--- src/mem_consts.svh ---
`ifndef MEM_CONSTS_SVH
`define MEM_CONSTS_SVH

// Bus and data widths
`define MEM_ADDR_W 24
`define MEM_DATA_W 16

// 1024 words inside the module
`define MEM_WORD_ADDR_W 10

// Address bits 23:10 of a hit
`define MEM_PAGE_BASE 14'h0021

// Grant to done, in cycles
`define MEM_ACCESS_CYCLES 4

// Cycles between refresh requests
`define MEM_REFRESH_INTERVAL 64

`endif
--- src/mem_pkg.sv ---
`include "mem_consts.svh"

package mem_pkg;

  // Source currently holding the RAM
  typedef enum logic [1:0] {
    OWN_NONE = 2'd0,
    OWN_CPU  = 2'd1,
    OWN_BUS  = 2'd2,
    OWN_REF  = 2'd3
  } mem_owner_e;

  // One byte lane as stored, parity above the byte
  typedef struct packed {
    logic                      par;
    logic [`MEM_DATA_W/2-1:0]  data;
  } mem_lane_s;

  // Stored word, seen by the array as raw bits and by the parity logic as lanes
  typedef union packed {
    logic [2*$bits(mem_lane_s)-1:0] raw;
    struct packed {
      mem_lane_s hi;
      mem_lane_s lo;
    } lanes;
  } mem_word_u;

endpackage

--- src/mem_arbiter.sv ---
`timescale 1ns/1ps
`include "mem_consts.svh"

module mem_arbiter import mem_pkg::*; (
  input  logic       sysclk,
  input  logic       reset,
  input  logic       cpu_lreq,
  input  logic       bus_lreq,
  input  logic       ram_done,
  output mem_owner_e owner
);

  localparam int RCNT_W = $clog2(`MEM_REFRESH_INTERVAL);

  logic [RCNT_W-1:0] ref_cnt;
  logic              ref_tick;
  logic              ref_pend;
  logic              last_bus;   // Bus was served last
  mem_owner_e        next_owner;

  assign ref_tick = (ref_cnt == RCNT_W'(`MEM_REFRESH_INTERVAL - 1));

  // Refresh first, then the requester not served last
  always_comb begin
    if (ref_pend) begin
      next_owner = OWN_REF;
    end else if (cpu_lreq && bus_lreq) begin
      next_owner = last_bus ? OWN_CPU : OWN_BUS;
    end else if (cpu_lreq) begin
      next_owner = OWN_CPU;
    end else if (bus_lreq) begin
      next_owner = OWN_BUS;
    end else begin
      next_owner = OWN_NONE;
    end
  end

  always_ff @(posedge sysclk) begin
    if (reset) begin
      ref_cnt  <= '0;
      ref_pend <= 1'b0;
      owner    <= OWN_NONE;
      last_bus <= 1'b0;
    end else begin
      ref_cnt  <= ref_tick ? '0 : ref_cnt + 1'b1;
      ref_pend <= ref_tick || (ref_pend && owner != OWN_NONE);  // Cleared when granted
      if (owner == OWN_NONE) begin
        owner <= next_owner;
        if (next_owner == OWN_CPU) last_bus <= 1'b0;
        if (next_owner == OWN_BUS) last_bus <= 1'b1;
      end else if (ram_done) begin
        owner <= OWN_NONE;  // Idle cycle between grants
      end
    end
  end

  a_owner_via_none: assert property (
    @(posedge sysclk) disable iff (reset)
    (owner != $past(owner) && $past(owner) != OWN_NONE) |-> owner == OWN_NONE
  );

  // RAM controller answers in a fixed slot after each grant
  a_done_timing: assert property (
    @(posedge sysclk) disable iff (reset)
    ($past(owner) == OWN_NONE && owner != OWN_NONE)
      |-> ##(`MEM_ACCESS_CYCLES - 1) ram_done
  );

endmodule

--- config.mk ---
export PLATFORM = sky130hd
export DESIGN_NAME = mem_arbiter
export DESIGN_NICKNAME = d
export VERILOG_FILES = /design/src/mem_pkg.sv /design/src/mem_arbiter.sv
export VERILOG_INCLUDE_DIRS = /design/src /design/src/src
export SDC_FILE = /design/constraint.sdc
export NUM_CORES = 1
export LEC_CHECK = 0
export BUFFER_PORTS_ARGS = -buffer_cell sky130_fd_sc_hd__buf_4
export CAP_MARGIN = 0
export CELL_PAD_IN_SITES_DETAIL_PLACEMENT = 1
export CELL_PAD_IN_SITES_GLOBAL_PLACEMENT = 2
export CORE_AREA = 2 2 39 41
export DETAILED_ROUTE_END_ITERATION = 7
export DIE_AREA = 0 0 41 43
export GPL_ROUTABILITY_DRIVEN = 0
export GPL_TIMING_DRIVEN = 1
export PLACE_DENSITY = 0.73
export SYNTH_ARGS = -nofsm -noshare
export SYNTH_HDL_FRONTEND = slang
export SYNTH_SLANG_ARGS = --single-unit
--- constraint.sdc ---
create_clock -name sysclk -period 4.1 [get_ports sysclk]
set_clock_uncertainty 0.05 [all_clocks]
set_input_delay 0.82 -clock sysclk [delete_from_list [all_inputs] [get_ports sysclk]]
set_output_delay 0.82 -clock sysclk [all_outputs]
set_load 0.01 [all_outputs]
==> summary.txt <==
OUTCOME
----------------------------------------------------------------------------------------
Run status                                                                  complete, no violations

FINISH
----------------------------------------------------------------------------------------
Design area                                                                      514 µm²
Area overhead of the layout relative to synthesis                                  24.5%
Fill cells                                                                           164
Number of antenna repair diodes                                                        0
Layout cell share with drive strength beyond 1                                     0.259
Net count of the finished layout                                                      62

CLOCK NETWORK
----------------------------------------------------------------------------------------
Clock transition at path regs                                                    0.07 ns
H-tree Lvls                                                                            1
Source-to-sink clock delay at the later pin of the worst-skew pair               0.26 ns
# clock sinks                                                                         10
Setup Buffers After CTS                                                                0
Quantity of hold-fixing buffers added after cts                                        0
CTS root buffer                                                             sky130_fd_sc_hd__clkbuf_4
Number of gates resized after CTS                                                      0
Clock buffer depth                                                                     2
Number of buffers created by CTS                                                       3
TritonCTS clock tree                                                                 yes

ROUTE
----------------------------------------------------------------------------------------
Number of vias after detailed routing                                                336
Number of remaining DRC errors                                                         0
Starting DRT DRC Count                                                                 4
DR WL/cell                                                                       10.5 µm
Total length of routed wires                                                      733 µm
Number of nets still failing antenna checks after routing                              0
Length of the first detailed-routing pass in iterations                                2
Avg Vias per Cell                                                                   4.80

SYNTH
----------------------------------------------------------------------------------------
Synth top area share                                                               0.485
Synthesized instance count                                                            44
Total number of yosys warnings                                                         0
Number of distinct library cells after synthesis                                      19
EDFF count, synth                                                                      0
Number of nets produced by synthesis                                                  51
Synthesis-stage register bit count                                                    10
Post-synth top area cell                                                    sky130_fd_sc_hd__dfxtp_1
Commonest cells post-synth                                                  10 x sky130_fd_sc_hd__dfxtp_1, 6 x sky130_fd_sc_hd__nor2_1, 4 x sky130_fd_sc_hd__inv_1
Mean Syn Cell Area                                                              9.38 µm²
Leading post-synthesis cells by cell area                                   sky130_fd_sc_hd__dfxtp_1 48%, sky130_fd_sc_hd__ha_1 6.1%, sky130_fd_sc_hd__nor2_1 5.5%, sky130_fd_sc_hd__o32ai_1 4.2%, sky130_fd_sc_hd__xnor2_1 4.2%
Share of synthesized registers carrying an async set or reset                          0
Most instantiated flip-flop cell in the synthesis netlist                   sky130_fd_sc_hd__dfxtp_1
Sequential share of the synthesized area                                           0.485
Most used standard cell by instance count after synthesis                   sky130_fd_sc_hd__dfxtp_1
Mapped Area                                                                      413 µm²

STA
----------------------------------------------------------------------------------------
Final critical delay including setup and external delays                         1.85 ns
Fmax                                                                             542 MHz
Endpoints failing hold                                                                 0
RSZ-0062 raised after global routing                                                  no
Transition time at the pin with the least slew margin                           0.229 ns
Number of max-slew violations in the final report                                      0
Max transition margin                                                              0.846
Setup-failing EPs final                                                                0
Sum Neg Setup Slack                                                                 0 ns
Minimum hold slack                                                              0.413 ns
Portion of the clock cycle consumed by the worst path in the final layout          0.450

WORST SETUP PATH
----------------------------------------------------------------------------------------
Crit path max fanout                                                                   2
Arr. time, crit path                                                             1.95 ns
Critical path class                                                            in -> reg
Launching element type of the critical path                                 primary input
Element type at the critical path end                                           register
Worst path required time                                                         4.21 ns

POWER AND IR DROP
----------------------------------------------------------------------------------------
Power per unit of standard cell area                                          424 nW/µm²
Leakage power of the design                                                     0.210 nW
Peak ir drop on the vdd network                                                   217 µV

DIE
----------------------------------------------------------------------------------------
Die area                                                                        1760 µm²
Vertical die dimension                                                             43 µm
Starting density of the core                                                       0.298
Count of boundary I/O pins                                                             7
CORE AREA                                                                       1380 µm²
Standard-cell rows                                                                    14
Overall die width                                                                  41 µm

GLOBAL ROUTING
----------------------------------------------------------------------------------------
Global route overflow                                                                  0
Largest net degree at the start of global routing                                      9
Number of antenna violations at the first check in global routing                      0
Total Routing Usage GR                                                             0.115
Vias in the first global route                                                       334
Global-route wire length before repair                                           1.36 mm

PLACEMENT
----------------------------------------------------------------------------------------
Detailed placer's ending HPWL                                                     575 µm
DP Area                                                                          478 µm²
Number of buffer cells added on primary ports                                          6

MIN PATH
----------------------------------------------------------------------------------------
Hold Path Class                                                               reg -> reg

RUN
----------------------------------------------------------------------------------------
Number of maximum-capacitance violations                                               0

[final cells by class]
type,count,area [µm²],area share
clock buffers,4,36.3,0.0706
inverters,4,15.0,0.0292
multi-input cells,30,198,0.384
flip-flops and latches,10,200,0.389
well taps,16,20.0,0.0389
repair buffers,6,45.0,0.0876
[worst paths after layout]
| path | start | to | slack [ns] | cells after the start |
|---|---|---|---|---|
| hold reg to reg | ref_cnt[0] | ref_cnt[0] | 0.41 | 1 |
| hold / removal | ref_cnt[0] | ref_cnt[0] | 0.41 | 1 |
| setup / recovery | cpu_lreq | last_bus | 2.25 | 8 |
| setup reg to reg | last_bus | last_bus | 2.55 | 7 |
[metal layers]
| metal | global-route usage | routed length [µm] |
|---|---|---|
| met5 | 0 | 0 |
| met3 | 0.0314 | 43 |
| met4 | 0.0800 | 10 |
| met1 | 0.137 | 320 |
| met2 | 0.169 | 359 |
[cells by family after synthesis]
| kind of cell | share of synthesized area |
|---|---|
| AOI/OAI and AO/OA | 0.145 |
| adders and majority gates | 0.0606 |
| muxes | 0.0242 |
| DFF | 0.485 |
| buffers and inverters | 0.0364 |
| xor gates and xnor gates | 0.0636 |
| and+or+nand+nor | 0.185 |
[worst max-delay path, stage by stage]
cell and delay, ns:
sky130_fd_sc_hd__buf_4 0.08, sky130_fd_sc_hd__nand2_1 0.04, sky130_fd_sc_hd__a21oi_1 0.20, sky130_fd_sc_hd__inv_1 0.06, sky130_fd_sc_hd__ha_1 0.28, sky130_fd_sc_hd__nor3_1 0.19
sky130_fd_sc_hd__mux2i_1 0.22, sky130_fd_sc_hd__nor2_1 0.05
[power by group]
group / internal, W / switching [W] / leakage, nW
Clock: 0.0000538 / 0.0000334 / 0.0210
Combinational: 0.0000126 / 0.0000105 / 0.107
Sequential: 0.000103 / 0.00000485 / 0.0817
Total: 0.000169 / 0.0000488 / 0.210
[cell usage in the layout, fill, tap and decap left out, types with 2 or more instances in the layout]
| cell type | count |
|---|---|
| sky130_fd_sc_hd__a21oi_1 | 3 |
| sky130_fd_sc_hd__buf_4 | 6 |
| sky130_fd_sc_hd__clkbuf_4 | 3 |
| sky130_fd_sc_hd__dfxtp_1 | 10 |
| sky130_fd_sc_hd__ha_1 | 2 |
| sky130_fd_sc_hd__inv_1 | 4 |
| sky130_fd_sc_hd__nand2_1 | 2 |
| sky130_fd_sc_hd__nor2_1 | 6 |
| sky130_fd_sc_hd__o21ai_0 | 2 |
| sky130_fd_sc_hd__o32ai_1 | 2 |
| sky130_fd_sc_hd__or3_1 | 2 |
| sky130_fd_sc_hd__xnor2_1 | 2 |
[registers in the layout, summed over array words and instances, names as in the netlist]
name	cells
last_bus	1
owner	2
ref_cnt	6
ref_pend	1
[metrics by stage]
step	total power [W]	instances	utilization	setup slack, ns
detailed placement	0.000134	66	0.345	1.95
global placement	0.000133	66	0.345	1.96
global route	0.000234	70	0.372	2.16
floorplan	0.000123	44	-	2.18
CTS	0.000222	70	0.372	2.23
finish	0.000218	70	0.372	2.25
No activity file was read; power rests on OpenSTA's default activity.
