===== src/mem_consts.svh =====
`ifndef MEM_CONSTS_SVH
`define MEM_CONSTS_SVH

// Bus and data widths
`define MEM_ADDR_W 24
`define MEM_DATA_W 16

// 1024 words inside the module
`define MEM_WORD_ADDR_W 10

// Address bits 23:10 of a hit
`define MEM_PAGE_BASE 14'h0021

// Grant to done, in cycles
`define MEM_ACCESS_CYCLES 4

// Cycles between refresh requests
`define MEM_REFRESH_INTERVAL 64

`endif

===== src/mem_error_log.sv =====
`timescale 1ns/1ps
`include "mem_consts.svh"

module mem_error_log (
  input  logic                        sysclk,
  input  logic                        reset,
  input  logic                        err_strobe,
  input  logic [`MEM_WORD_ADDR_W-1:0] err_addr,
  input  logic [1:0]                  err_lanes,
  input  logic                        err_clear,
  output logic                        err_valid,
  output logic [`MEM_WORD_ADDR_W-1:0] err_log_addr,
  output logic [1:0]                  err_log_lanes
);

  logic capture;

  // New error taken when empty or when cleared in the same cycle
  assign capture = err_strobe && (!err_valid || err_clear);

  always_ff @(posedge sysclk) begin
    if (reset) begin
      err_valid <= 1'b0;
    end else if (capture) begin
      err_valid <= 1'b1;
    end else if (err_clear) begin
      err_valid <= 1'b0;
    end
  end

  // First error held until software clears it
  always_ff @(posedge sysclk) begin
    if (capture) begin
      err_log_addr  <= err_addr;
      err_log_lanes <= err_lanes;
    end
  end

endmodule


===== config.mk =====
export PLATFORM = sky130hd
export DESIGN_NAME = mem_error_log
export DESIGN_NICKNAME = d
export VERILOG_FILES = /design/src/mem_error_log.sv
export VERILOG_INCLUDE_DIRS = /design/src /design/src/src
export SDC_FILE = /design/constraint.sdc
export NUM_CORES = 1
export LEC_CHECK = 0
export BUFFER_PORTS_ARGS = -buffer_cell sky130_fd_sc_hd__buf_2
export CAP_MARGIN = 5
export CORE_AREA = 2 2 39 41
export DETAILED_ROUTE_END_ITERATION = 7
export DIE_AREA = 0 0 41 43
export GPL_ROUTABILITY_DRIVEN = 0
export SLEW_MARGIN = 40
export SYNTH_ARGS = -nofsm -noshare
export SYNTH_HDL_FRONTEND = slang
export SYNTH_SLANG_ARGS = --single-unit

===== constraint.sdc =====
create_clock -name sysclk -period 2.1 [get_ports sysclk]
set_clock_uncertainty 0.2 [all_clocks]
set_input_delay 0.21 -clock sysclk [delete_from_list [all_inputs] [get_ports sysclk]]
set_output_delay 0.21 -clock sysclk [all_outputs]
set_load 0.01 [all_outputs]

==> results_dict.tcl, run 1 <==
set metrics [dict create \
    async_flop_share_pct 0 \
    grt_max_degree 13 \
    seq_area_um2 380 \
    rows 14 \
    endpoint_kind "flop" \
    die_h_um 43 \
    cpPeakStageDelay_ns 0.55 \
    detail_route.first_pass.iterations 3 \
    dieArea_mm2 0.00176 \
    ys_types 6 \
    multi_input_area_um2 31.3 \
    crit_arrival_ns 1.50 \
    yosysWarnings 0 \
    synth-seq-cells 13 \
    grt-ovfl-total 0 \
    synthCells 17 \
    clkLatencyLatePin_ns 0.27 \
    r2r-end "err_valid" \
    reg2reg_from "err_valid" \
    crit_type "input port to flop" \
    cts_resized 0 \
    syn_nets 33 \
    dpl_cell_area_um2 576 \
    htreeDepth 1 \
    cts_tree "done" \
    yosysMostFrequentCell "edfxtp_1" \
    grt_use_total_pct 10.4 \
    yosysTopAreaCell "edfxtp_1" \
    cp_max_fo 1 \
    max_freq_mhz 674 \
    grt_setup_unrepaired "false" \
    grt_pass1_wl_um 1140 \
    n_antenna_cell 0 \
    final_hold_viol_count 0 \
    synth_top_area_share_pct 86.7 \
    syn-cell-area_um2 415 \
    reg2reg_depth 3 \
    cp_common_cell "dlygate4sd3_1" \
    drc 0 \
    hold_class "input port to flop" \
    powerDensity_mw_per_mm2 696 \
    initial_utilization_pct 30.0 \
    min_period_ns 1.48 \
    seq_area_frac_synth_pct 91.6 \
    tns_ns 0 \
    status "finished, final reports clean" \
    ant_nets 0 \
    num_vias 302 \
    holdPathStages 2 \
    worstMarginPinSlew_ns 0.161 \
    cts_buffers 3 \
    max_slew_margin_pct 89.3 \
    clk_pin_slew_worst_paths_ns 0.08 \
    ys_top_cells_by_area "edfxtp_1 (87%), dfxtp_1 (4.8%), nand2b_4 (3.3%)" \
    routedWlPerCell_um 9.47 \
    slew_viol_final 0 \
    io_pins 29 \
    via_per_inst 3.82 \
    final_area_um2 743 \
    holdCritStartpoint "err_strobe" \
    r2r_setup_slack_ns 0.73 \
    coreArea_mm2 0.00138 \
    startpoint_type "input port" \
    drive_gt1_share_pct 55.6 \
    drtIter0Drc 3 \
    die_width_um 41 \
    antenna_found_initial 0 \
    setup_viol 0 \
    wl_um 748 \
    fin_crit_sh_pct 70.7 \
    leakage_uw 0.000332 \
    critPathRequiredTime_ns 2.11 \
    nets 80 \
    grt_pass1_vias 284 \
    synth_edf_count 12 \
    slowest_stage "dlygate4sd3_1" \
    synth_area_per_cell_um2 24.4 \
    ys.flop_type "edfxtp_1" \
    cts_root_buf "clkbuf_4" \
    irDropWorstVdd_v 0.000290 \
    area_growth_pct 78.9 \
    clk_path_buf_depth 2 \
    drv_cap 0 \
    cts_setup_buffers 0 \
    cts.sinks 13 \
    path_cells "dlygate4sd3_1 -> buf_2 -> a21oi_2 -> dlygate4sd3_1" \
    io_buffers 28 \
    hold_end "err_log_addr[9]" \
    fillers 125 \
]
## cell families after synthesis
group / after synthesis / synth area share, %
buffers and inverters: 1 / 0.903
AO/OA/AOI/OAI: 1 / 2.11
AND/OR/NAND/NOR: 2 / 5.42
flip-flops: 13 / 91.6
## power by group
part / internal [µW] / leakage, µW / switching [µW] / total [µW]
combinational: 40.0 / 0.000190 / 25.7 / 65.7
clock: 70.4 / 0.0000177 / 77.6 / 148
sequential: 300 / 0.000124 / 3.71 / 304
## final cells by class
class                           count  area share, %
Sequential cell                    13           51.2
Timing Repair Buffer               42           37.7
Multi-Input combinational cell      3           4.21
Clock buffer                        3           3.03
Tap cell                           16           2.69
Clock inverter                      1          0.673
Inverter                            1          0.505
## state kept, by name (all words and copies together), names as in the netlist
signal and cells:
err_valid 1, err_log_lanes 2, err_log_addr 10
## stage by stage
| stage | worst slack, ns | total power [µW] | utilization, % | hold WS [ns] | instances |
|---|---|---|---|---|---|
| floorplan | 0.961 | 328 | - | 0.0724 | 17 |
| global route | 0.595 | 546 | 53.7 | 0.195 | 79 |
| finish | 0.616 | 518 | 53.7 | 0.205 | 79 |
| CTS | 0.642 | 524 | 53.7 | 0.204 | 79 |
| global placement | 0.962 | 356 | 41.6 | 0.178 | 61 |
| detailed placement | 0.939 | 356 | 41.6 | 0.173 | 61 |
## worst max-delay path by stage
stage                            endpoint  cells after the start  startpoint
final                           err_valid                      4       reset
after floorplan           err_log_addr[0]                      2   err_valid
after global placement    err_log_addr[1]                      3   err_clear
after detailed placement  err_log_addr[1]                      3   err_clear
after CTS                       err_valid                      4       reset
after global routing            err_valid                      4       reset
## what timing repair did
action,CTS,global route
hold buffers,14,0
endpoints found under the setup margin,0,0
hold endpoints to repair,13,0
## cells in the final DEF, fill, tap and decap left out
cell / instances
dfxtp_1: 1
clkinv_2: 1
dlygate4sd3_1: 14
clkbuf_4: 3
edfxtp_1: 12
inv_1: 1
a21oi_2: 1
buf_2: 28
and2_4: 1
nand2b_4: 1
## routing by layer
layer	share of wire, %	global-route usage (%)	wire (µm)	up-vias
li1	-	-	-	155
met1	37	11.8	275	129
met2	52	15.3	390	16
met3	10	3.14	77	2
met4	0.67	8.00	5	0
met5	0	0	0	-
## worst max-delay path, delay by kind of cell
kind	cells	cell delay [ns]
AOI/OAI and AO/OA	1	0.09
buffers and inverters	3	1.20
(Power assumes the default switching activity.)
==> run 2: changes to the inputs <==
--- a/config.mk
+++ b/config.mk
@@ -6,6 +6,7 @@
 export SDC_FILE = /design/constraint.sdc
 export NUM_CORES = 1
 export LEC_CHECK = 0
+export ABC_AREA = 1
 export BUFFER_PORTS_ARGS = -buffer_cell sky130_fd_sc_hd__buf_2
 export CAP_MARGIN = 5
 export CORE_AREA = 2 2 39 41
==> constraint.sdc (replaced) <==
create_clock -name sysclk -period 1.37 [get_ports sysclk]
set_clock_uncertainty 0.2 [all_clocks]
set_input_delay 0.137 -clock sysclk [delete_from_list [all_inputs] [get_ports sysclk]]
set_output_delay 0.137 -clock sysclk [all_outputs]
set_load 0.01 [all_outputs]
==> run 2 against run 1 <==
  * Sequential power rose by 54%
  * Sequential share of layout area fell by 1.7 points
  * Synthesized area fell by 1.8%
  * Count of clock-buffer cells in the layout rose by 1
  * Routed wire length rose by 18%
  * Combinational power rose by 69%
  * Synthesized cell count rose by 5.9%
  * Critical path depth rose by 1
  * Final cell count rose by 3.8%
  * Final area rose by 3.4%
  * Non-clock buffer count rose by 2
  * Die area did not move
==> results_dict.tcl, run 2 <==
set metrics [dict create \
    largest_reg_flops 10 \
    dpl_cell_area_um2 592 \
    yosysWarnings 0 \
    crit_arrival_ns 1.12 \
    wl_um 879 \
    fillers 117 \
    mostFrequentLayoutCells "buf_2 (28), dlygate4sd3_1 (15), edfxtp_1 (12)" \
    yosys-mux-area-fraction_pct 0 \
    leakage_uw 0.000337 \
    endpoint_kind "flop" \
    rows 14 \
    synth-adder-area-share_pct 0 \
    grt_max_degree 13 \
    cts_buffers 3 \
    area_growth_pct 88.3 \
    regMostFlops "err_log_addr" \
    postCtsHoldBufs 15 \
    cts_tree "done" \
    crit_type "input port to flop" \
    dieArea_mm2 0.00176 \
    powerDensity_mw_per_mm2 1040 \
    io_pins 29 \
    drv_cap 0 \
    irDropWorstVdd_v 0.000569 \
    slew_viol_final 0 \
    coreArea_mm2 0.00138 \
    hold_class "flop to flop" \
    n_antenna_cell 0 \
    ys_top_cells_by_area "edfxtp_1 (88%), dfxtp_1 (4.9%), a21oi_2 (2.1%)" \
    routedWlPerCell_um 10.7 \
    antenna_found_initial 0 \
    ys.flop_type "edfxtp_1" \
    min_period_ns 1.34 \
    grt_setup_unrepaired "false" \
    detail_route.first_pass.iterations 2 \
    async_flop_share_pct 0 \
    io_buffers 28 \
    ant_nets 0 \
    synth-seq-cells 13 \
    synth_simple_gate_area_share_pct 1.53 \
    initial_utilization_pct 29.5 \
    syn-cell-area_um2 408 \
    synth_area_per_cell_um2 22.7 \
    drc 0 \
    total_power_uw 799 \
    grt_use_total_pct 11.2 \
    seq_area_frac_synth_pct 93.3 \
    grt_pass1_vias 303 \
    synthCells 18 \
    cp_max_fo 12 \
    largestRegisters "err_log_addr: 10 flops, err_log_lanes: 2 flops, err_valid: 1 flops" \
    yosysMostFrequentCell "edfxtp_1" \
    fin_crit_sh_pct 97.6 \
    synth_top_area_share_pct 88.3 \
    synth_top_family_by_area "compound AO/OA/AOI/OAI gates" \
    final_area_um2 768 \
    via_per_inst 3.93 \
    setup_viol 0 \
    die_width_um 41 \
    final_hold_viol_count 0 \
    tns_ns 0 \
    clk_path_buf_depth 2 \
    cts.sinks 13 \
    startpoint_type "input port" \
    synth_edf_count 12 \
    die_h_um 43 \
    reg2reg_depth 2 \
    max_freq_mhz 748 \
    worstMarginPinSlew_ns 0.154 \
    cts_root_buf "clkbuf_4" \
    max_slew_margin_pct 89.7 \
    cts_resized 0 \
    status "finished, final reports clean" \
    cts_setup_buffers 0 \
    synth_compound_area_share_pct 3.37 \
    syn_nets 34 \
    clk_pin_slew_worst_paths_ns 0.08 \
    grt-ovfl-total 0 \
    ys_types 7 \
    clkLatencyLatePin_ns 0.26 \
    drive_gt1_share_pct 54.5 \
    nets 83 \
    grt_pass1_wl_um 1170 \
    htreeDepth 1 \
    synth-xor-area-share_pct 0 \
    yosysTopAreaCell "edfxtp_1" \
    num_vias 322 \
    final_common_cell "buf_2" \
    critPathRequiredTime_ns 1.15 \
    drtIter0Drc 2 \
    post-dp-hpwl_um 537 \
    holdPathStages 2 \
]
## run 2: cell count changes after synthesis, sizes merged
cell | before | now
a21oi | 1 | 2
and2 | 1 | 0
inv | 1 | 2
nand2 | 0 | 1
nand2b | 1 | 0
## run 2: final cells by class
cell class              count  area [µm²]  area share [%]
flip-flops and latches     13         380            49.5
multi-input cells           3        23.8            3.09
clock buffers               4        26.3            3.42
well taps                  16        20.0            2.61
repair buffers             44         310            40.4
inverters                   2        7.51           0.977
## run 2: power breakdown
| group | total (µW) | leakage, µW | internal (µW) | switching (µW) |
|---|---|---|---|---|
| sequential | 467 | 0.000124 | 460 | 6.65 |
| clock | 222 | 0.0000150 | 112 | 109 |
| combinational | 111 | 0.000198 | 67.2 | 43.3 |
| total | 799 | 0.000337 | 640 | 159 |
## run 2: critical path, stage by stage
cell	delay (ns)
dlygate4sd3_1	0.52
buf_2	0.10
inv_1	0.06
a21oi_2	0.15
buf_12	0.15
## run 2: through the flow
| step | instances | setup slack [ns] | hold slack (ns) | utilization [%] |
|---|---|---|---|---|
| 6_report | 82 | 0.0322 | 0.312 | 55.5 |
| 5_1_grt | 82 | 0.0172 | 0.337 | 55.5 |
| 4_1_cts | 82 | 0.0478 | 0.302 | 55.5 |
| 3_5_place_dp | 63 | 0.211 | 0.103 | 42.8 |
| 3_3_place_gp | 63 | 0.228 | 0.0959 | 42.8 |
| 2_1_floorplan | 18 | 0.0271 | -0.000556 | - |
## run 2: worst paths after layout
kind,from,end,slack (ns)
setup reg to reg,err_valid,err_log_addr[3],0.19
hold reg to reg,err_valid,err_valid,0.31
setup / recovery,err_strobe,err_log_addr[3],0.03
hold / removal,err_valid,err_valid,0.31
## run 2: metal layers
layer	up-vias	GRT usage, %	wire length (µm)
met2	17	20.9	513
met3	2	4.71	68
li1	163	-	-
met5	-	0	0
met4	0	6.00	9
met1	140	8.42	288
## run 2: logic make-up after synthesis
family | count (synthesis)
DFF | 13
AOI/OAI and AO/OA | 2
buffers and inverters | 2
and+or+nand+nor | 1
