## config.mk

```make
export PLATFORM = sky130hd
export DESIGN_NAME = mem_req_port
export DESIGN_NICKNAME = d
export VERILOG_FILES = /design/src/mem_req_port.sv
export VERILOG_INCLUDE_DIRS = /design/src /design/src/src
export SDC_FILE = /design/constraint.sdc
export NUM_CORES = 1
export LEC_CHECK = 0
export BUFFER_PORTS_ARGS = -buffer_cell sky130_fd_sc_hd__clkbuf_2
export CAP_MARGIN = 15
export CORE_MARGIN = 4
export CORE_UTILIZATION = 42
export CTS_BUF_LIST = sky130_fd_sc_hd__clkbuf_2
export CTS_CLUSTER_SIZE = 16
export DETAILED_ROUTE_END_ITERATION = 6
export GPL_TIMING_DRIVEN = 0
export HOLD_SLACK_MARGIN = 0.02
export PLACE_DENSITY = 0.78
export SYNTH_ARGS = -nofsm -noshare
export SYNTH_HDL_FRONTEND = slang
export SYNTH_SLANG_ARGS = --single-unit
```

## constraint.sdc

```tcl
create_clock -name sysclk -period 2.3 [get_ports sysclk]
set_input_delay 0.23 -clock sysclk [delete_from_list [all_inputs] [get_ports sysclk]]
set_output_delay 0.23 -clock sysclk [all_outputs]
set_load 0.05 [all_outputs]
```

## src/mem_consts.svh

```systemverilog
`ifndef MEM_CONSTS_SVH
`define MEM_CONSTS_SVH

// Bus and data widths
`define MEM_ADDR_W 24
`define MEM_DATA_W 16

// 1024 words inside the module
`define MEM_WORD_ADDR_W 10

// Address bits 23:10 of a hit
`define MEM_PAGE_BASE 14'h0021

// Grant to done, in cycles
`define MEM_ACCESS_CYCLES 4

// Cycles between refresh requests
`define MEM_REFRESH_INTERVAL 64

`endif
```

## src/mem_req_port.sv

```systemverilog
`timescale 1ns/1ps
`include "mem_consts.svh"

module mem_req_port (
  input  logic                        sysclk,
  input  logic                        reset,
  input  logic                        start,
  input  logic [`MEM_ADDR_W-1:0]      addr,
  input  logic                        write,
  input  logic [`MEM_DATA_W-1:0]      wdata,
  input  logic [1:0]                  diag_par_inv,
  output logic                        busy,
  output logic                        ready,
  output logic [`MEM_DATA_W-1:0]      rdata,
  output logic                        miss,
  output logic                        perr,
  output logic                        lreq,
  input  logic                        gnt,
  input  logic                        ram_done,
  input  logic [`MEM_DATA_W-1:0]      ram_rdata,
  input  logic [1:0]                  ram_err_lanes,
  output logic [`MEM_WORD_ADDR_W-1:0] word_addr,
  output logic                        req_write,
  output logic [`MEM_DATA_W-1:0]      req_wdata,
  output logic [1:0]                  req_par_inv
);

  localparam logic [1:0] ST_IDLE   = 2'd0;
  localparam logic [1:0] ST_DECODE = 2'd1;
  localparam logic [1:0] ST_WAIT   = 2'd2;
  localparam logic [1:0] ST_DONE   = 2'd3;

  logic [1:0]             state;
  logic [`MEM_ADDR_W-1:0] addr_q;
  logic                   hit;
  logic                   accept;
  logic                   served;

  assign busy   = (state == ST_DECODE) || (state == ST_WAIT);
  assign ready  = (state == ST_DONE);
  assign lreq   = (state == ST_WAIT);
  assign accept = start && !busy;           // Legal in idle or in the ready cycle
  assign served = lreq && gnt && ram_done;  // Our access finished

  // Page window compare on the captured address
  assign hit       = (addr_q[`MEM_ADDR_W-1:`MEM_WORD_ADDR_W] == `MEM_PAGE_BASE);
  assign word_addr = addr_q[`MEM_WORD_ADDR_W-1:0];

  always_ff @(posedge sysclk) begin
    if (reset) begin
      state <= ST_IDLE;
    end else begin
      case (state)
        ST_IDLE, ST_DONE: state <= accept ? ST_DECODE : ST_IDLE;
        ST_DECODE:        state <= hit ? ST_WAIT : ST_DONE;
        ST_WAIT: begin
          if (served) begin
            state <= ST_DONE;
          end
        end
        default:          state <= ST_IDLE;
      endcase
    end
  end

  // Request capture, held until the next accept
  always_ff @(posedge sysclk) begin
    if (accept) begin
      addr_q      <= addr;
      req_write   <= write;
      req_wdata   <= wdata;
      req_par_inv <= diag_par_inv;
    end
  end

  // Reply registers, valid while ready is high
  always_ff @(posedge sysclk) begin
    if (state == ST_DECODE && !hit) begin
      rdata <= '0;
      miss  <= 1'b1;
      perr  <= 1'b0;
    end else if (served) begin
      rdata <= ram_rdata;
      miss  <= 1'b0;
      perr  <= |ram_err_lanes;  // Any lane flagged
    end
  end

  // Requester must wait for ready before the next start
  a_no_start_while_busy: assert property (
    @(posedge sysclk) disable iff (reset) start |-> !busy
  );

endmodule

```

==> results of run 1 <==
[how the worst max path moves through the flow]
| stage | start | cells after the start | slack [ns] | endpoint |
|---|---|---|---|---|
| after global routing | state[0]$_SDFFE_PP0P_ | 6 | 0.18 | perr$_SDFFE_PP0P_ |
| after global placement | state[0]$_SDFFE_PP0P_ | 3 | -0.34 | addr_q[0]$_DFFE_PP_ |
| after floorplan | state[0]$_SDFFE_PP0P_ | 3 | 0.08 | addr_q[0]$_DFFE_PP_ |
| final | state[0]$_SDFFE_PP0P_ | 6 | 0.38 | perr$_SDFFE_PP0P_ |
| after CTS | state[0]$_SDFFE_PP0P_ | 4 | 0.37 | busy |
| after detailed placement | state[0]$_SDFFE_PP0P_ | 4 | 0.52 | addr_q[2]$_DFFE_PP_ |
[power groups by stage]
| stage | logic [mW] | registers, mW | clock network (mW) |
|---|---|---|---|
| finish | 2.14 | 1.82 | 0.516 |
| floorplan | 0.775 | 2.63 | 0 |
| global placement | 1.98 | 1.84 | 0 |
| detailed placement | 2.06 | 1.84 | 0 |
| CTS | 2.14 | 1.81 | 0.536 |
| global route | 2.26 | 1.86 | 0.591 |
[layout by cell type, fill, tap and decap left out, drive strengths merged]
| master | instances |
|---|---|
| and3 | 1 |
| buf | 14 |
| dfxtp | 20 |
| edfxtp | 43 |
| a211oi | 1 |
| and2 | 1 |
| clkinvlp | 1 |
| nand2 | 32 |
| a21oi | 17 |
| clkinv | 4 |
| ha | 3 |
| o2bb2ai | 1 |
| clkbuf | 127 |
| dlygate4sd3 | 63 |
| nor4 | 1 |
| nor4b | 2 |
| nand3 | 2 |
| a21bo | 1 |
| o221ai | 1 |
| nor3 | 3 |
| nor2 | 3 |
| a41oi | 1 |
| a21o | 1 |
| inv | 5 |
[logic make-up after synthesis]
| kind of cell | synth area share [%] |
|---|---|
| DFF | 74.24 |
| and+or+nand+nor | 10.43 |
| AOI/OAI and AO/OA | 8.457 |
| buffers and inverters | 5.217 |
| adders and majority gates | 1.648 |
[sequential cells by signal (all words and copies together), names as in the netlist]
name and flops:
req_wdata 16, state 2, perr 1, rdata 16
req_write 1, req_par_inv 2, addr_q 24, miss 1
[stage by stage]
step | setup WS (ns) | cell area [sq um] | utilization, % | std cells
2_1_floorplan | 0.08272 | 2278 | - | 153
3_3_place_gp | -0.3437 | 2942 | 56.87 | 338
5_1_grt | 0.1774 | 3674 | 71.02 | 418
4_1_cts | 0.3678 | 3674 | 71.02 | 418
6_report | 0.3776 | 3674 | 71.02 | 418
3_5_place_dp | 0.5213 | 2963 | 57.28 | 339
[worst max-delay path, stage by stage, from the launching register on]
cell and delay (ns):
dfxtp_1 0.37, inv_1 0.06, ha_1 0.25, nand3_1 0.30, nor3_1 0.22, dlygate4sd3_1 0.57
nor3_1 0.04
[per-layer routing]
layer / GRT usage [%] / share of wire (%)
met2: 33.71 / 53
met3: 4.934 / 7.8
met1: 17.95 / 37
met4: 11.63 / 2.4
met5: 0 / 0
[what timing repair did]
item / in CTS / in global routing
endpoints found under the hold margin: 62 / 0
resized for setup: 0 / 0
hold buffers: 63 / 0
[cell type report]
type	instances	area, sq um	share of cell area (%)
clock buffers	11	55.05	1.499
well taps	70	87.58	2.384
plain buffers	14	100.1	2.725
flip-flops and latches	63	1692	46.05
inverters	5	18.77	0.5109
repair buffers	179	1226	33.38
multi-input cells	71	469.2	12.77
clock inverters	5	25.02	0.6812
==> out/results.txt, run 1 <==
postcts setup bufs = 0
Max-Cap Viols = 0
CP max FO = 9
Netlist cell types = 24
flops & latches, synth = 63
die extent in x = 81.66 um
Post-Route WL = 5744 um
actual transition at the worst max-transition pin = 0.4563 ns
Clock Tree Root = clkbuf_2
1st-pass router iterations = 4
Setup CP Type = register to register
most numerous cell in the Yosys netlist = edfxtp_1
Internal = 2.357 mW
cell taking the most area after synthesis = edfxtp_1
vias = 1873
Syn Std Cell Area = 2278 sq um
clock power share = 11.5%
global-route wire length before repair = 8866 um
skew final = 0.02654 ns
Nets = 412
Post-synth top cells = edfxtp_1, nand2_1, dfxtp_1, a21oi_2, buf_4
Clock Sink Count = 63
RSZ-0062 raised after global routing = false
final setup violation count = 0
row count = 26
Mapped Nets = 222
GRT Util Overall = 18.31%
Seq pwr share = 40.6%
TritonCTS clock tree = yes
# port buffers = 115
sw power = 2.113 mW
GPL Wtd Cong = 0.6752
asr flop ratio synth = 0%
Max Root-Sink Buffers = 2
post-layout minimum cycle time = 1.922 ns
worst reg2reg setup slack = 0.38 ns
die area = 6668 sq um
DP HPWL = 3490 um
worst r2r path cells = 6
Pwr Density = 1217 nW/um^2
Die H = 81.66 um
filler cell count = 348
outcome = completed
DRC Markers = 0
hold_ws = 0.1800 ns
critical path data required time = 2.62 ns
DRT iter0 DRCs = 59
Worst Setup Start Kind = register
layout cells sized above 1 = 45.69%
pins over their slew limit = 0
Rel. slew slack = 69.58%
Wirelength per Cell = 13.74 um
Worst Setup End Kind = register
Initial Utilization = 44.05%
Synth-to-Final Area Change = 61.23%
Yosys top cell area share = 56.67%
Gate Count Post-Synth = 153
Placeable Area = 5172 sq um
num ports = 116
Post-DRT Antenna Nets = 0
combinational power share = 47.8%
top post-synthesis cells by area = edfxtp_1, dfxtp_1, nand2_1
worst min-delay path class = input port to register
final hold vios = 0
Min-Delay Endpoint = state[1]$_SDFFE_PP0P_
antenna diode count = 0
largest net degree at the start of global routing = 34
RR Startpoint = state[0]$_SDFFE_PP0P_
Worst VDD drop = 0.9185 mV
P_leak = 1.606 nW
vias in the first global route = 1999
register area share after synthesis = 74.24%
fmax = 520.2 MHz
Pwr Total = 4.470 mW
sw frac = 47.28%
Tcrit/Tclk final = 83.58%
Post-synth EDFFs = 43
hold path depth = 3
Synth Flop Type = edfxtp_1
arrival time at the worst endpoint = 2.24 ns
worst r2r dst = perr$_SDFFE_PP0P_
antenna violations before repair = 0
Vias/cell = 4.481
Avg Inst Size Synth = 14.89 sq um
grt total ovfl = 0
Syn. warnings = 0
clock-pin transition on the worst setup and hold timing paths = 0.15 ns
Hold Startpoint = gnt
number of CTS-inserted buffers = 9
latest clock arrival within the worst-skew pair = 0.45 ns
H-tree Lvls = 3
Total Neg Setup Slack = 0 ns
Note: power is estimated with default switching activity, not from simulation.
==> run 2, diff against run 1 <==
--- a/config.mk
+++ b/config.mk
@@ -9,13 +9,13 @@
 export BUFFER_PORTS_ARGS = -buffer_cell sky130_fd_sc_hd__clkbuf_2
 export CAP_MARGIN = 15
 export CORE_MARGIN = 4
-export CORE_UTILIZATION = 42
+export CORE_UTILIZATION = 47
 export CTS_BUF_LIST = sky130_fd_sc_hd__clkbuf_2
 export CTS_CLUSTER_SIZE = 16
 export DETAILED_ROUTE_END_ITERATION = 6
 export GPL_TIMING_DRIVEN = 0
 export HOLD_SLACK_MARGIN = 0.02
-export PLACE_DENSITY = 0.78
+export PLACE_DENSITY = 0.82
 export SYNTH_ARGS = -nofsm -noshare
 export SYNTH_HDL_FRONTEND = slang
 export SYNTH_SLANG_ARGS = --single-unit
==> constraint.sdc (replaced) <==
create_clock -name sysclk -period 1.95 [get_ports sysclk]
set_input_delay 0.195 -clock sysclk [delete_from_list [all_inputs] [get_ports sysclk]]
set_output_delay 0.195 -clock sysclk [all_outputs]
set_load 0.05 [all_outputs]
==> run 2 against run 1 <==
  * Critical path depth fell by 2
  * Critical endpoint is now busy
  * Largest power group unchanged
  * Routed wire length grew 2.5%
  * Clock skew barely moved
  * Combinational power is 16% higher
  * Global-route usage is 2.2 points higher
  * Power increased by 23%
==> out/results.txt, run 2 (synthesis results as in run 1) <==
pins over their slew limit = 0
postcts setup bufs = 0
# port buffers = 115
outcome = completed
Worst Setup End Kind = output pin
Rel. slew slack = 64.15%
num ports = 116
CP startpoint = state[0]$_SDFFE_PP0P_
layout cells sized above 1 = 45.95%
Setup CP Type = register to output pin
wire length on met2 = 3025 um
DRC Markers = 0
final setup violation count = 0
most frequent cells in the layout = clkbuf_2, dlygate4sd3_1, edfxtp_1
arrival time at the worst endpoint = 1.63 ns
Tcrit/Tclk final = 93.49%
Clock Sink Count = 63
DR top layer = met4
Reg with most FFs = addr_q
Nets = 411
antenna diode count = 0
clock-pin transition on the worst setup and hold timing paths = 0.16 ns
Layout Cells excl Fill = 413
RR Startpoint = state[0]$_SDFFE_PP0P_
DP HPWL = 3499 um
wire length on met3 = 517 um
vias = 1877
Post-DRT Antenna Nets = 0
Die H = 77.63 um
Largest register FFs = 24
Vias/cell = 4.545
dpl cell area = 2939 sq um
DRT met1 WL = 2186 um
row count = 25
leading cell type in the layout, fill and taps excluded = clkbuf_2
1st-pass router iterations = 4
Initial Utilization = 48.24%
Util after Layout = 78.25%
Worst VDD drop = 1.227 mV
Worst Setup Start Kind = register
Max-Cap Viols = 0
DRT iter0 DRCs = 87
GPL Wtd Cong = 0.7344
latest clock arrival within the worst-skew pair = 0.47 ns
Wirelength per Cell = 14.26 um
TritonCTS clock tree = yes
CP max FO = 6
die area = 6026 sq um
actual transition at the worst max-transition pin = 0.5378 ns
final hold vios = 0
Pwr Density = 1486 nW/um^2
Placed Cells = 335
number of CTS-inserted buffers = 9
vias in the first global route = 2020
Synth-to-Final Area Change = 62.22%
antenna violations before repair = 0
GRT Util Overall = 20.53%
Post-Route WL = 5888 um
global-route wire length before repair = 9397 um
Max Root-Sink Buffers = 2
post-layout minimum cycle time = 1.823 ns
fmax = 548.5 MHz
post-route cell area = 3696 sq um
skew final = 0.02652 ns
Hold Startpoint = gnt
Clock Tree Root = clkbuf_2
critical path data required time = 1.75 ns
worst min-delay path class = input port to register
Placeable Area = 4723 sq um
largest net degree at the start of global routing = 44
die extent in x = 77.63 um
largest registers = addr_q x24, rdata x16, req_wdata x16
RSZ-0062 raised after global routing = false
H-tree Lvls = 3
grt total ovfl = 0
P_leak = 1.621 nW
-- run 2: layer usage --
layer	GRT usage, %	vias to the layer above
met4	10.32	0
met2	35.87	101
met3	5.336	16
met5	0	-
met1	22.98	850
li1	-	910
-- run 2: metrics by stage --
stage | power [mW] | setup WS (ns) | hold WS, ns | TNS (ns)
after global routing | 5.756 | 0.007187 | 0.06847 | 0
after global placement | 4.499 | -0.04718 | 0.3721 | -1.913
after CTS | 5.503 | 0.05329 | 0.04872 | 0
after detailed placement | 4.552 | -0.06774 | 0.3737 | -2.817
after floorplan | 4.015 | 0.1416 | 0.2678 | 0
final | 5.494 | 0.1270 | 0.1042 | 0
-- run 2: where the power goes --
part	internal [mW]	switching, mW	total (mW)	leakage, nW
logic	0.641	1.85	2.49	0.968
registers	1.95	0.198	2.15	0.574
clock network	0.416	0.441	0.857	0.0792
total	3.01	2.49	5.49	1.62
-- run 2: area by class of cell --
class / instances / area (sq um)
tap: 67 / 83.83
clock buffer: 10 / 50.05
fill: 296 / 1027
clock inverter: 5 / 73.82
sequential: 63 / 1692
inverter: 5 / 18.77
buffer: 14 / 101.3
multi-input combinational: 71 / 470.5
timing repair buffer: 178 / 1206
-- run 2: path summary, 6_finish.rpt --
check,endpoint,slack (ns),depth (start not counted)
setup / recovery,busy,0.13,4
hold reg to reg,rdata[15]$_SDFFE_PP0P_,0.47,2
setup reg to reg,addr_q[2]$_DFFE_PP_,0.20,3
hold / removal,state[1]$_SDFFE_PP0P_,0.10,3
-- run 2: timing repair --
action,CTS,global route
gates cloned,0,0
endpoints found under the hold margin,62,0
setup endpoints to repair,43,10
hold buffers,63,0
gates resized for setup,1,3
-- run 2: critical path, cell delays in order, from the launching register on --
cell     delay, ns
dfxtp_1       0.42
inv_1         0.07
ha_1          0.37
inv_1         0.07
buf_2         0.25
==> run 3, diff against run 2 <==
--- a/config.mk
+++ b/config.mk
@@ -6,7 +6,7 @@
 export SDC_FILE = /design/constraint.sdc
 export NUM_CORES = 1
 export LEC_CHECK = 0
-export BUFFER_PORTS_ARGS = -buffer_cell sky130_fd_sc_hd__clkbuf_2
+export BUFFER_PORTS_ARGS = -buffer_cell sky130_fd_sc_hd__buf_2
 export CAP_MARGIN = 15
 export CORE_MARGIN = 4
 export CORE_UTILIZATION = 47
@@ -16,6 +16,7 @@
 export GPL_TIMING_DRIVEN = 0
 export HOLD_SLACK_MARGIN = 0.02
 export PLACE_DENSITY = 0.82
+export REMOVE_ABC_BUFFERS = 1
 export SYNTH_ARGS = -nofsm -noshare
 export SYNTH_HDL_FRONTEND = slang
 export SYNTH_SLANG_ARGS = --single-unit
==> constraint.sdc (replaced) <==
create_clock -name sysclk -period 1.95 [get_ports sysclk]
set_input_delay 0.0975 -clock sysclk [delete_from_list [all_inputs] [get_ports sysclk]]
set_output_delay 0.0975 -clock sysclk [all_outputs]
set_load 0.05 [all_outputs]
==> run 3 against run 2 <==
  * Core utilization shrank 2.6 points
  * Register-to-register slack worse by 0.03 ns
  * Clock skew rose by 0.0082 ns
  * Worst hold slack gained 0.065 ns
  * Die area unchanged
  * First-iteration DRC count grew 70%
  * Cell count shrank 2.7%
  * Worst setup slack improved by 0.041 ns
  * Routed wire length up 6.3%
  * Clock power fell by 29%
  * Critical path depth up 2
  * Sequential share of layout area is 1.6 points higher
  * Critical path type is now register to register
  * Critical endpoint is now state[0]$_SDFFE_PP0P_
  * Highest routed layer unchanged
==> out/results.txt, run 3 (synthesis results as in run 1) <==
final hold vios = 0
number of CTS-inserted buffers = 9
P_leak = 1.536 nW
Vias/cell = 4.612
hold path depth = 4
multi-input logic area = 470.5 sq um
Synth-to-Final Area Change = 56.84%
antenna violations before repair = 0
Internal = 2.704 mW
row count = 25
Clock Sink Count = 63
arrival time at the worst endpoint = 2.13 ns
Setup WS pre-CTS = -0.05215 ns
Pwr Total = 5.191 mW
Pwr Density = 1453 nW/um^2
fmax = 561.2 MHz
Setup CP Type = register to register
final setup violation count = 0
TritonCTS clock tree = yes
die area = 6026 sq um
H-tree Lvls = 3
clock-pin transition on the worst setup and hold timing paths = 0.15 ns
RSZ-0062 raised after global routing = false
num ports = 116
grt total ovfl = 0
Max-Cap Viols = 0
actual transition at the worst max-transition pin = 0.7695 ns
DRC Markers = 0
pins over their slew limit = 0
# port buffers = 115
largest net degree at the start of global routing = 44
worst r2r dst = state[0]$_SDFFE_PP0P_
antenna diode count = 0
Hold Startpoint = gnt
worst min-delay path class = input port to register
worst reg2reg setup slack = 0.17 ns
Clock Tree Root = clkbuf_2
die extent in x = 77.63 um
Util after Layout = 75.66%
Worst VDD drop = 1.065 mV
sw power = 2.487 mW
filler cell count = 294
latest clock arrival within the worst-skew pair = 0.47 ns
Rel. slew slack = 48.53%
Placeable Area = 4723 sq um
Total Neg Setup Slack = 0 ns
GPL Wtd Cong = 0.7542
Die H = 77.63 um
post-layout minimum cycle time = 1.782 ns
leading cell type in the layout, fill and taps excluded = buf_2
hold_ws = 0.1688 ns
vias in the first global route = 1981
worst r2r path cells = 6
largest registers = addr_q x24, rdata x16, req_wdata x16
sw frac = 47.91%
outcome = completed
register area = 1693 sq um
Min-Delay Endpoint = state[0]$_SDFFE_PP0P_
Worst Setup Start Kind = register
DP HPWL = 3409 um
Max Root-Sink Buffers = 2
postcts setup bufs = 0
DRT iter0 DRCs = 148
most frequent cells in the layout = buf_2, dlygate4sd3_1, edfxtp_1
1st-pass router iterations = 5
Reg with most FFs = addr_q
Largest register FFs = 24
skew final = 0.03471 ns
layout cells sized above 1 = 43.88%
combinational power share = 46.5%
Worst Setup End Kind = register
clock power share = 11.7%
GRT Util Overall = 21.82%
vias = 1854
global-route wire length before repair = 9949 um
RR Startpoint = state[0]$_SDFFE_PP0P_
Wirelength per Cell = 15.56 um
CP max FO = 6
critical path data required time = 2.30 ns
Nets = 399
Tcrit/Tclk final = 91.38%
Post-DRT Antenna Nets = 0
Initial Utilization = 48.24%
Post-Route WL = 6257 um
Seq pwr share = 41.7%
final worst setup slack = 0.1680 ns
## run 3: changes by cell type in the layout (fill, tap and decap cells not counted), sizes merged
cell,change
buf,+101
dlygate4sd3,+2
clkinvlp,+1
clkbuf,-114
bufinv,-2
clkinv,+1
## run 3: power by group through the flow
stage | sequential (mW) | clock (mW) | combinational [mW]
finish | 2.17 | 0.610 | 2.41
floorplan | 3.32 | 0 | 0.605
CTS | 2.14 | 0.617 | 2.40
detailed placement | 2.17 | 0 | 2.27
global route | 2.21 | 0.711 | 2.53
global placement | 2.16 | 0 | 2.26
## run 3: layer usage
metal / vias up / share of wire [%] / track usage [%]
met3: 14 / 10 / 7.425
met4: 0 / 2.3 / 10.14
met5: - / 0 / 0
li1: 887 / - / -
met2: 113 / 48 / 35.87
met1: 840 / 39 / 25.64
## run 3: metrics by stage
step,cell area [sq um],std cells
after floorplan,2178,139
after global placement,2838,321
after detailed placement,2839,321
after CTS,3572,402
after global routing,3573,402
final,3573,402
## run 3: area by class of cell
cell class,instances,share of cell area (%)
well taps,67,2.346
repair buffers,180,34.31
inverters,5,0.5252
clock inverters,5,0.7353
clock buffers,11,1.541
flip-flops and latches,63,47.37
multi-input cells,71,13.17
## run 3: what timing repair did
item	CTS	global route
cloned	0	0
hold buffers	65	0
hold endpoints to repair	62	0
endpoints found under the setup margin	43	1
pin swaps	0	0
gates resized for setup	1	1
## run 3: worst max-delay path, stage by stage, from the launching register on
cell           delay [ns]
dfxtp_2              0.39
inv_1                0.05
ha_1                 0.36
nand3_1              0.09
a21oi_1              0.16
dlygate4sd3_1        0.57
o2bb2ai_1            0.07
## run 3: worst max path at each step
stage                                from               endpoint  slack [ns]  depth (start not counted)
floorplan           state[0]$_SDFFE_PP0P_    addr_q[0]$_DFFE_PP_       -0.27                          3
global placement    state[0]$_SDFFE_PP0P_   addr_q[16]$_DFFE_PP_       -0.60                          3
detailed placement  state[0]$_SDFFE_PP0P_   addr_q[22]$_DFFE_PP_       -0.05                          3
CTS                 state[0]$_SDFFE_PP0P_  state[1]$_SDFFE_PP0P_        0.10                          6
global route        state[0]$_SDFFE_PP0P_  state[1]$_SDFFE_PP0P_        0.06                          6
finish              state[0]$_SDFFE_PP0P_  state[0]$_SDFFE_PP0P_        0.17                          6
